`src/hdl/forward_pkg.sv`:
```
// Shared definitions for the forwarding-data generator
//   Field widths for packet route, hops, address and data
//   Packet subclass and control state enums
//   Packet, packet beat and configuration structs
package forward_pkg;

    // ------------------------------------------------------------------------
    // Field widths
    // ------------------------------------------------------------------------
    parameter int NODE_W = 4;
    parameter int HOPS_W = 8;
    parameter int ADDR_W = 32;
    parameter int DATA_W = 32;

    // ------------------------------------------------------------------------
    // Enumerations
    // ------------------------------------------------------------------------
    typedef enum logic [1:0] {
        SUBCLASS_VERTEX  = 2'd0,
        SUBCLASS_EDGE    = 2'd1,
        SUBCLASS_CONTROL = 2'd2,
        SUBCLASS_DATA    = 2'd3
    } packet_subclass_e;

    // Control sequencer states
    typedef enum logic [2:0] {
        RESET      = 3'd0,
        IDLE       = 3'd1,
        SETUP_WAIT = 3'd2,
        SETUP      = 3'd3,
        START      = 3'd4,
        BUSY       = 3'd5,
        PAUSE      = 3'd6
    } fwd_state_e;

    // ------------------------------------------------------------------------
    // Packet and configuration types
    // ------------------------------------------------------------------------
    typedef struct packed {
        logic [NODE_W-1:0] route_from;
        logic [NODE_W-1:0] route_to;
        logic [HOPS_W-1:0] hops;
        logic [ADDR_W-1:0] address;
        packet_subclass_e  subclass;
    } packet_meta_t;

    typedef struct packed {
        packet_meta_t      meta;
        logic [DATA_W-1:0] data;
    } packet_t;

    // One transfer on a packet link
    typedef struct packed {
        logic    valid;
        packet_t payload;
    } packet_beat_t;

    typedef struct packed {
        logic              valid;
        logic [HOPS_W-1:0] hops;
    } fwd_config_t;

endpackage : forward_pkg

```
`src/hdl/forward_control.sv`:
```
// Control sequencer of the forwarding-data generator
//   Start, configuration request, run and pause FSM
//   Hop-count configuration register
//   Busy and forward-enable levels
`timescale 1ns/100ps

module forward_control
    import forward_pkg::*;
(
    input  logic              ap_clk,
    input  logic              areset_generator,
    input  logic              start,
    input  logic              config_ready,
    input  fwd_config_t       config_in,
    input  logic              output_prog_full,
    output logic              config_request,
    output logic              busy,
    output logic              forward_enable,
    output logic [HOPS_W-1:0] fwd_hops
);

    fwd_state_e current_state;
    fwd_state_e next_state;

    // ------------------------------------------------------------------------
    // State register
    // ------------------------------------------------------------------------
    always_ff @(posedge ap_clk) begin
        if (areset_generator)
            current_state <= RESET;
        else
            current_state <= next_state;
    end

    // ------------------------------------------------------------------------
    // Next state
    // ------------------------------------------------------------------------
    always_comb begin
        next_state = current_state;
        case (current_state)
            RESET: begin
                next_state = IDLE;
            end
            IDLE: begin
                if (start)
                    next_state = SETUP_WAIT;
            end
            SETUP_WAIT: begin
                if (config_ready)
                    next_state = SETUP;
            end
            SETUP: begin
                if (config_in.valid)
                    next_state = START;
            end
            START: begin
                next_state = BUSY;
            end
            BUSY: begin
                // Output queue near full
                if (output_prog_full)
                    next_state = PAUSE;
            end
            PAUSE: begin
                if (!output_prog_full)
                    next_state = BUSY;
            end
            default: begin
                next_state = RESET;
            end
        endcase
    end

    // ------------------------------------------------------------------------
    // Configuration request and hop count
    // ------------------------------------------------------------------------
    // One-cycle request on entry into SETUP
    always_ff @(posedge ap_clk) begin
        if (areset_generator)
            config_request <= 1'b0;
        else
            config_request <= (current_state == SETUP_WAIT) && config_ready;
    end

    // All ones until configured
    always_ff @(posedge ap_clk) begin
        if (areset_generator)
            fwd_hops <= '1;
        else if (current_state == SETUP && config_in.valid)
            fwd_hops <= config_in.hops;
    end

    // ------------------------------------------------------------------------
    // Status levels
    // ------------------------------------------------------------------------
    always_comb begin
        busy           = 1'b0;
        forward_enable = 1'b0;
        case (current_state)
            START: begin
                busy = 1'b1;
            end
            BUSY: begin
                busy           = 1'b1;
                forward_enable = 1'b1;
            end
            PAUSE: begin
                busy = 1'b1;
            end
            default: begin
                busy           = 1'b0;
                forward_enable = 1'b0;
            end
        endcase
    end

endmodule : forward_control

```
`src/hdl/forward_data_generator.sv`:
```
// Forwarding-data generator for a graph-processing engine lane
//   Input side with response register and input queue
//   Control sequencer and hop stage
//   Output queue drained by the consumer
`timescale 1ns/100ps

module forward_data_generator
    import forward_pkg::*;
#(
    parameter int FIFO_DEPTH  = 16,
    parameter int PROG_THRESH = 8
) (
    input  logic         ap_clk,
    input  logic         areset_generator,
    input  logic         start,
    input  logic         config_ready,
    input  fwd_config_t  config_in,
    input  packet_beat_t response_in,
    input  logic         request_pop,
    output logic         config_request,
    output logic         busy,
    output logic         response_prog_full,
    output packet_beat_t request_out
);

    packet_beat_t      queued_packet;
    packet_beat_t      forward_packet;
    logic              forward_enable;
    logic [HOPS_W-1:0] fwd_hops;
    logic              output_prog_full;

    // ------------------------------------------------------------------------
    // Input side
    // ------------------------------------------------------------------------
    response_intake #(
        .FIFO_DEPTH (FIFO_DEPTH),
        .PROG_THRESH(PROG_THRESH)
    ) response_intake_i (
        .ap_clk            (ap_clk),
        .areset_generator  (areset_generator),
        .response_in       (response_in),
        .forward_enable    (forward_enable),
        .queued_packet     (queued_packet),
        .response_prog_full(response_prog_full)
    );

    // ------------------------------------------------------------------------
    // Control and hop stage
    // ------------------------------------------------------------------------
    forward_control forward_control_i (
        .ap_clk          (ap_clk),
        .areset_generator(areset_generator),
        .start           (start),
        .config_ready    (config_ready),
        .config_in       (config_in),
        .output_prog_full(output_prog_full),
        .config_request  (config_request),
        .busy            (busy),
        .forward_enable  (forward_enable),
        .fwd_hops        (fwd_hops)
    );

    hop_forwarder hop_forwarder_i (
        .ap_clk          (ap_clk),
        .areset_generator(areset_generator),
        .queued_packet   (queued_packet),
        .fwd_hops        (fwd_hops),
        .forward_packet  (forward_packet)
    );

    // Output queue drained by the consumer
    packet_fifo #(
        .FIFO_DEPTH (FIFO_DEPTH),
        .PROG_THRESH(PROG_THRESH)
    ) output_queue_i (
        .ap_clk          (ap_clk),
        .areset_generator(areset_generator),
        .wr              (forward_packet),
        .pop             (request_pop),
        .rd              (request_out),
        .empty           (),
        .prog_full       (output_prog_full)
    );

endmodule : forward_data_generator

```
`src/hdl/hop_forwarder.sv`:
```
// Hop stage of the forwarding-data generator
//   Saturating hop-count subtraction
//   Zero-hop packet filter
//   Registered forward stage, one cycle of latency
`timescale 1ns/100ps

module hop_forwarder
    import forward_pkg::*;
(
    input  logic              ap_clk,
    input  logic              areset_generator,
    input  packet_beat_t      queued_packet,
    input  logic [HOPS_W-1:0] fwd_hops,
    output packet_beat_t      forward_packet
);

    logic [HOPS_W-1:0] hops_in;
    logic [HOPS_W-1:0] hops_left;
    logic              hops_live;
    logic              fwd_valid;
    packet_t           fwd_payload;

    assign hops_in   = queued_packet.payload.meta.hops;
    assign hops_live = |hops_in;

    // Saturate at zero
    assign hops_left = (hops_in > fwd_hops) ? (hops_in - fwd_hops) : '0;

    // ------------------------------------------------------------------------
    // Forward stage
    // ------------------------------------------------------------------------
    always_ff @(posedge ap_clk) begin
        if (areset_generator)
            fwd_valid <= 1'b0;
        else
            fwd_valid <= queued_packet.valid & hops_live;
    end

    // Only the hop field changes on the way through
    always_ff @(posedge ap_clk) begin
        if (queued_packet.valid) begin
            fwd_payload.meta.route_from <= queued_packet.payload.meta.route_from;
            fwd_payload.meta.route_to   <= queued_packet.payload.meta.route_to;
            fwd_payload.meta.hops       <= hops_left;
            fwd_payload.meta.address    <= queued_packet.payload.meta.address;
            fwd_payload.meta.subclass   <= queued_packet.payload.meta.subclass;
            fwd_payload.data            <= queued_packet.payload.data;
        end
    end

    assign forward_packet = '{valid: fwd_valid, payload: fwd_payload};

endmodule : hop_forwarder

```
`src/hdl/packet_fifo.sv`:
```
// Synchronous packet FIFO
//   Circular buffer with read and write pointers and an occupancy count
//   Registered read data, valid for one cycle per accepted pop
//   Registered programmable-full flag
`timescale 1ns/100ps

module packet_fifo
    import forward_pkg::*;
#(
    parameter int FIFO_DEPTH  = 16,
    parameter int PROG_THRESH = 8
) (
    input  logic         ap_clk,
    input  logic         areset_generator,
    input  packet_beat_t wr,
    input  logic         pop,
    output packet_beat_t rd,
    output logic         empty,
    output logic         prog_full
);

    localparam int PTR_W = $clog2(FIFO_DEPTH);
    localparam int CNT_W = PTR_W + 1;

    packet_t            mem [FIFO_DEPTH];
    logic [PTR_W-1:0]   wr_ptr;
    logic [PTR_W-1:0]   rd_ptr;
    logic [CNT_W-1:0]   count;
    logic               full;
    logic               wr_en;
    logic               rd_en;
    logic               rd_valid;
    packet_t            rd_payload;

    assign full  = (count == CNT_W'(FIFO_DEPTH));
    assign empty = (count == '0);

    // Writes into a full buffer are dropped
    assign wr_en = wr.valid & ~full;
    assign rd_en = pop & ~empty;

    // ------------------------------------------------------------------------
    // Pointers, count and flags
    // ------------------------------------------------------------------------
    always_ff @(posedge ap_clk) begin
        if (areset_generator) begin
            wr_ptr    <= '0;
            rd_ptr    <= '0;
            count     <= '0;
            rd_valid  <= 1'b0;
            prog_full <= 1'b0;
        end else begin
            if (wr_en)
                wr_ptr <= wr_ptr + 1'b1;
            if (rd_en)
                rd_ptr <= rd_ptr + 1'b1;
            case ({wr_en, rd_en})
                2'b10:   count <= count + 1'b1;
                2'b01:   count <= count - 1'b1;
                default: count <= count;
            endcase
            rd_valid  <= rd_en;
            // Lags the count by one cycle
            prog_full <= (count >= CNT_W'(PROG_THRESH));
        end
    end

    // ------------------------------------------------------------------------
    // Storage and read data
    // ------------------------------------------------------------------------
    always_ff @(posedge ap_clk) begin
        if (wr_en)
            mem[wr_ptr] <= wr.payload;
        if (rd_en)
            rd_payload <= mem[rd_ptr];
    end

    assign rd = '{valid: rd_valid, payload: rd_payload};

endmodule : packet_fifo

```
`src/hdl/response_intake.sv`:
```
// Input side of the forwarding-data generator
//   Input register for engine response beats
//   Input queue, popped while forwarding is enabled
`timescale 1ns/100ps

module response_intake
    import forward_pkg::*;
#(
    parameter int FIFO_DEPTH  = 16,
    parameter int PROG_THRESH = 8
) (
    input  logic         ap_clk,
    input  logic         areset_generator,
    input  packet_beat_t response_in,
    input  logic         forward_enable,
    output packet_beat_t queued_packet,
    output logic         response_prog_full
);

    logic         in_valid;
    packet_t      in_payload;
    packet_beat_t in_beat;
    logic         queue_empty;
    logic         queue_pop;

    // Register the incoming beat
    always_ff @(posedge ap_clk) begin
        if (areset_generator)
            in_valid <= 1'b0;
        else
            in_valid <= response_in.valid;
    end

    always_ff @(posedge ap_clk) begin
        in_payload <= response_in.payload;
    end

    assign in_beat = '{valid: in_valid, payload: in_payload};

    // Packets wait here until the sequencer is running
    assign queue_pop = forward_enable & ~queue_empty;

    packet_fifo #(
        .FIFO_DEPTH (FIFO_DEPTH),
        .PROG_THRESH(PROG_THRESH)
    ) input_queue_i (
        .ap_clk          (ap_clk),
        .areset_generator(areset_generator),
        .wr              (in_beat),
        .pop             (queue_pop),
        .rd              (queued_packet),
        .empty           (queue_empty),
        .prog_full       (response_prog_full)
    );

endmodule : response_intake

```
`config.mk`:
```
export PLATFORM = sky130hd
export DESIGN_NAME = forward_data_generator
export DESIGN_NICKNAME = d
export VERILOG_FILES = /design/src/hdl/forward_pkg.sv /design/src/hdl/forward_control.sv /design/src/hdl/forward_data_generator.sv /design/src/hdl/hop_forwarder.sv /design/src/hdl/packet_fifo.sv /design/src/hdl/response_intake.sv
export SDC_FILE = /design/constraint.sdc
export NUM_CORES = 2
export LEC_CHECK = 0
export BUFFER_PORTS_ARGS = -buffer_cell sky130_fd_sc_hd__buf_4
export CAP_MARGIN = 20
export CORE_MARGIN = 4
export CORE_UTILIZATION = 25
export DETAILED_ROUTE_END_ITERATION = 7
export PLACE_DENSITY = 0.43
export SYNTH_ARGS = -nofsm -noshare
export SYNTH_HDL_FRONTEND = slang
export SYNTH_SLANG_ARGS = --single-unit
```
`constraint.sdc`:
```
create_clock -name ap_clk -period 23.9 [get_ports ap_clk]
set_input_delay 4.78 -clock ap_clk [delete_from_list [all_inputs] [get_ports ap_clk]]
set_output_delay 4.78 -clock ap_clk [all_outputs]
set_load 0.01 [all_outputs]
```
==> results_dict.tcl <==
set metrics [dict create \
    ff2ff_setup_slack_ns 19.01 \
    dp_hpwl_mm 146 \
    peakVddDrop_uv 70.9 \
    firstDrtPassIters 5 \
    async_flop_share 0 \
    drt_iter0_markers 3652 \
    setup_tns_ns 0 \
    synth_top_area_cell "edfxtp_1" \
    synth_simple_gate_area_frac 0.00725 \
    routed_wl_mm 280 \
    end_kind "output port" \
    grt_max_degree 94 \
    cellLeakagePower_nw 38.1 \
    cp_cell_sequence "a21boi_0 -> buf_4" \
    critical_path_class "reg2out" \
    whs_ns 0.417 \
    start_kind "register" \
    wire_per_inst_microns 25.8 \
    synthMuxAreaShare 0.168 \
    die_h_microns 672 \
    ctsHoldBuffers 0 \
    clk_latency_ns 0.87 \
    cts_sinks 2996 \
    synth_cells 4327 \
    tightest_slew_ns 1.07 \
    slew-limit-headroom 0.284 \
    drc_errors 0 \
    yosysWarnings 0 \
    cts_root_buf "clkbuf_16" \
    synth_nets 4451 \
    synthTopCellsByCount "2870 x edfxtp_1, 820 x mux4_2, 126 x dfxtp_1" \
    grt_pass1_vias 50800 \
    antenna_found_initial 54 \
    syn_avg_cell_area_sq_um 25.5 \
    synth-compound-area-share 0.00384 \
    via_count 46900 \
    report.final.slew_viol_count 0 \
    boundaryPins 183 \
    path_buf_inv 1 \
    cp_top_family "flip-flops" \
    post-route-period-util 0.273 \
    io_buffers 182 \
    vias_per_cell 4.31 \
    finalWeightedCongestion 0.713 \
    post-route-util 0.294 \
    outcome "complete, no violations" \
    max_freq_mhz 153 \
    fin_skew_ns 0.0245 \
    postCtsSetupBuffers 0 \
    ys_seq_area_frac 0.805 \
    grt-ovfl-total 0 \
    cp_max_fo 6 \
    die-area_sq_um 452000 \
    yosysTopAreaCellShare 0.782 \
    htree_levels 5 \
    layout-drive-gt1-share 0.318 \
    fin_crit_ns 6.53 \
    critPathSlowestCell "dfxtp_1" \
    ys_seq_elements 2996 \
    synth_fa_ha_area_frac 0.00313 \
    rsz0062_at_grt "no" \
    cts_buffer_depth 4 \
    numCtsBuffers 317 \
    synthTopCellsByArea "edfxtp_1 78%, mux4_2 17%, dfxtp_1 2.3%" \
    cts_tree "done" \
    num_rows 243 \
    max_cap_viol_count 0 \
    min_path_type "reg2reg" \
    coreArea_sq_um 439000 \
    ys_types 48 \
    setup_viol 0 \
    synth_edf_count 2870 \
    path_clk_slew_ns 0.06 \
    yosysMostFrequentCell "edfxtp_1" \
    ctsResizeCount 0 \
    die-width_microns 672 \
    synth_top_family_by_area "multiplexers" \
    initial_utilization 0.251 \
    crit_required_ns 19.12 \
    ant_nets 0 \
    grt_util_all_layers 0.122 \
    syn_area_sq_um 110000 \
    p_per_area_nw_per_um2 88.1 \
    grt_pass1_wl_mm 396 \
    arrival_ns 1.75 \
    nNetsFinal 4849 \
    critPathMaxStageDelay_ns 0.40 \
    hold_viol 0 \
    synth-xor-area-share 0.00151 \
    synthFlopType "edfxtp_1" \
    syn_to_final_growth_pct 17.0 \
]
==> worst reg2reg max path, cell delays in order (launching register included) <==
cell,delay [ns]
dfxtp_4,0.82
buf_4,0.77
buf_4,0.83
buf_4,0.94
mux4_2,0.69
mux4_2,0.55
==> layout by cell type, fill, tap and decap left out, types with 6 or more instances in the layout <==
| cell type | count |
|---|---|
| mux4_2 | 820 |
| a21oi_1 | 16 |
| nor2b_1 | 8 |
| clkbuf_16 | 329 |
| edfxtp_1 | 2870 |
| nand4_1 | 6 |
| dfxtp_1 | 117 |
| clkinv_1 | 39 |
| clkbuf_8 | 26 |
| nor3_2 | 8 |
| nor2_1 | 47 |
| nor4_1 | 6 |
| a211o_1 | 7 |
| ha_1 | 26 |
| inv_1 | 24 |
| nand2b_1 | 13 |
| nor2_4 | 24 |
| diode_2 | 12 |
| nor3_1 | 11 |
| xor2_1 | 14 |
| nand2_1 | 31 |
| o21ai_0 | 9 |
| dfxtp_4 | 9 |
| buf_12 | 14 |
| buf_4 | 266 |
| o21a_1 | 7 |
| inv_6 | 7 |
| clkbuf_1 | 94 |
| bufinv_16 | 14 |
| clkinv_2 | 50 |
==> power by group <==
group	internal [mW]	switching [mW]
registers	5.79	0.0694
logic	0.403	0.362
clock network	2.75	1.98
total	8.95	2.41
==> cell families (layout without fill, tap and decap cells) <==
kind of cell,after synthesis,count (layout)
multiplexers,825,825
flip-flops,2996,2996
buffers and inverters,228,873
AO/OA/AOI/OAI,62,62
adder cells (fa/ha/maj),27,27
AND/OR/NAND/NOR,170,170
XOR/XNOR,19,19
other,0,12
==> layer usage <==
layer	share of wire	wire (microns)	vias up	global-route usage
met5	0.00025	69	-	0
met4	0.023	6460	12	0.0317
met2	0.51	144000	1036	0.212
met1	0.42	118000	26000	0.157
met3	0.041	11600	358	0.0193
li1	-	-	19500	-
==> metrics by stage <==
stage | cells | power (mW) | setup WS, ns | cell area (sq um)
2_1_floorplan | 4327 | 6.52 | 14.78 | 110000
3_3_place_gp | 10300 | 6.77 | 17.03 | 119000
3_5_place_dp | 10300 | 6.78 | 16.97 | 119000
4_1_cts | 10900 | 11.6 | 17.28 | 129000
5_1_grt | 10900 | 11.8 | 17.24 | 129000
6_report | 10900 | 11.4 | 17.37 | 129000
==> path summary, 6_finish.rpt <==
check / depth (start not counted) / start / end
worst min-delay path: 0 / response_intake_i.input_queue_i.rd[0]$_DFFE_PP_ / hop_forwarder_i.forward_packet[0]$_DFFE_PP_
worst min register to register: 0 / response_intake_i.input_queue_i.rd[0]$_DFFE_PP_ / hop_forwarder_i.forward_packet[0]$_DFFE_PP_
worst max register to register: 5 / response_intake_i.input_queue_i.rd_ptr[0]$_SDFFE_PP0P_ / response_intake_i.input_queue_i.rd[28]$_DFFE_PP_
worst max-delay path: 2 / forward_control_i.current_state[2]$_SDFFE_PP0P_ / busy
==> registers in the layout (all words and copies together), names as in the netlist, 3 cells and up <==
name                                    count
output_queue_i.rd_ptr                       4
response_intake_i.input_queue_i.rd_ptr      4
response_intake_i.input_queue_i.wr_ptr      4
output_queue_i.rd                          82
output_queue_i.wr_ptr                       4
forward_control_i.fwd_hops                  8
forward_control_i.current_state             3
hop_forwarder_i.forward_packet             82
output_queue_i.count                        5
response_intake_i.input_queue_i.count       5
response_intake_i.input_queue_i.mem      1312
response_intake_i.in_beat                  82
output_queue_i.mem                       1312
response_intake_i.input_queue_i.rd         82
==> final cells by class <==
cell class / instances / area [sq um]
multi-input combinational: 1103 / 20500
sequential: 2996 / 88700
fill: 42300 / 310000
clock inverter: 117 / 942
timing repair buffer: 283 / 2360
inverter: 24 / 90.1
antenna: 12 / 30.0
clock buffer: 449 / 8940
tap: 5880 / 7360
Power figures use the tool's default switching activity.
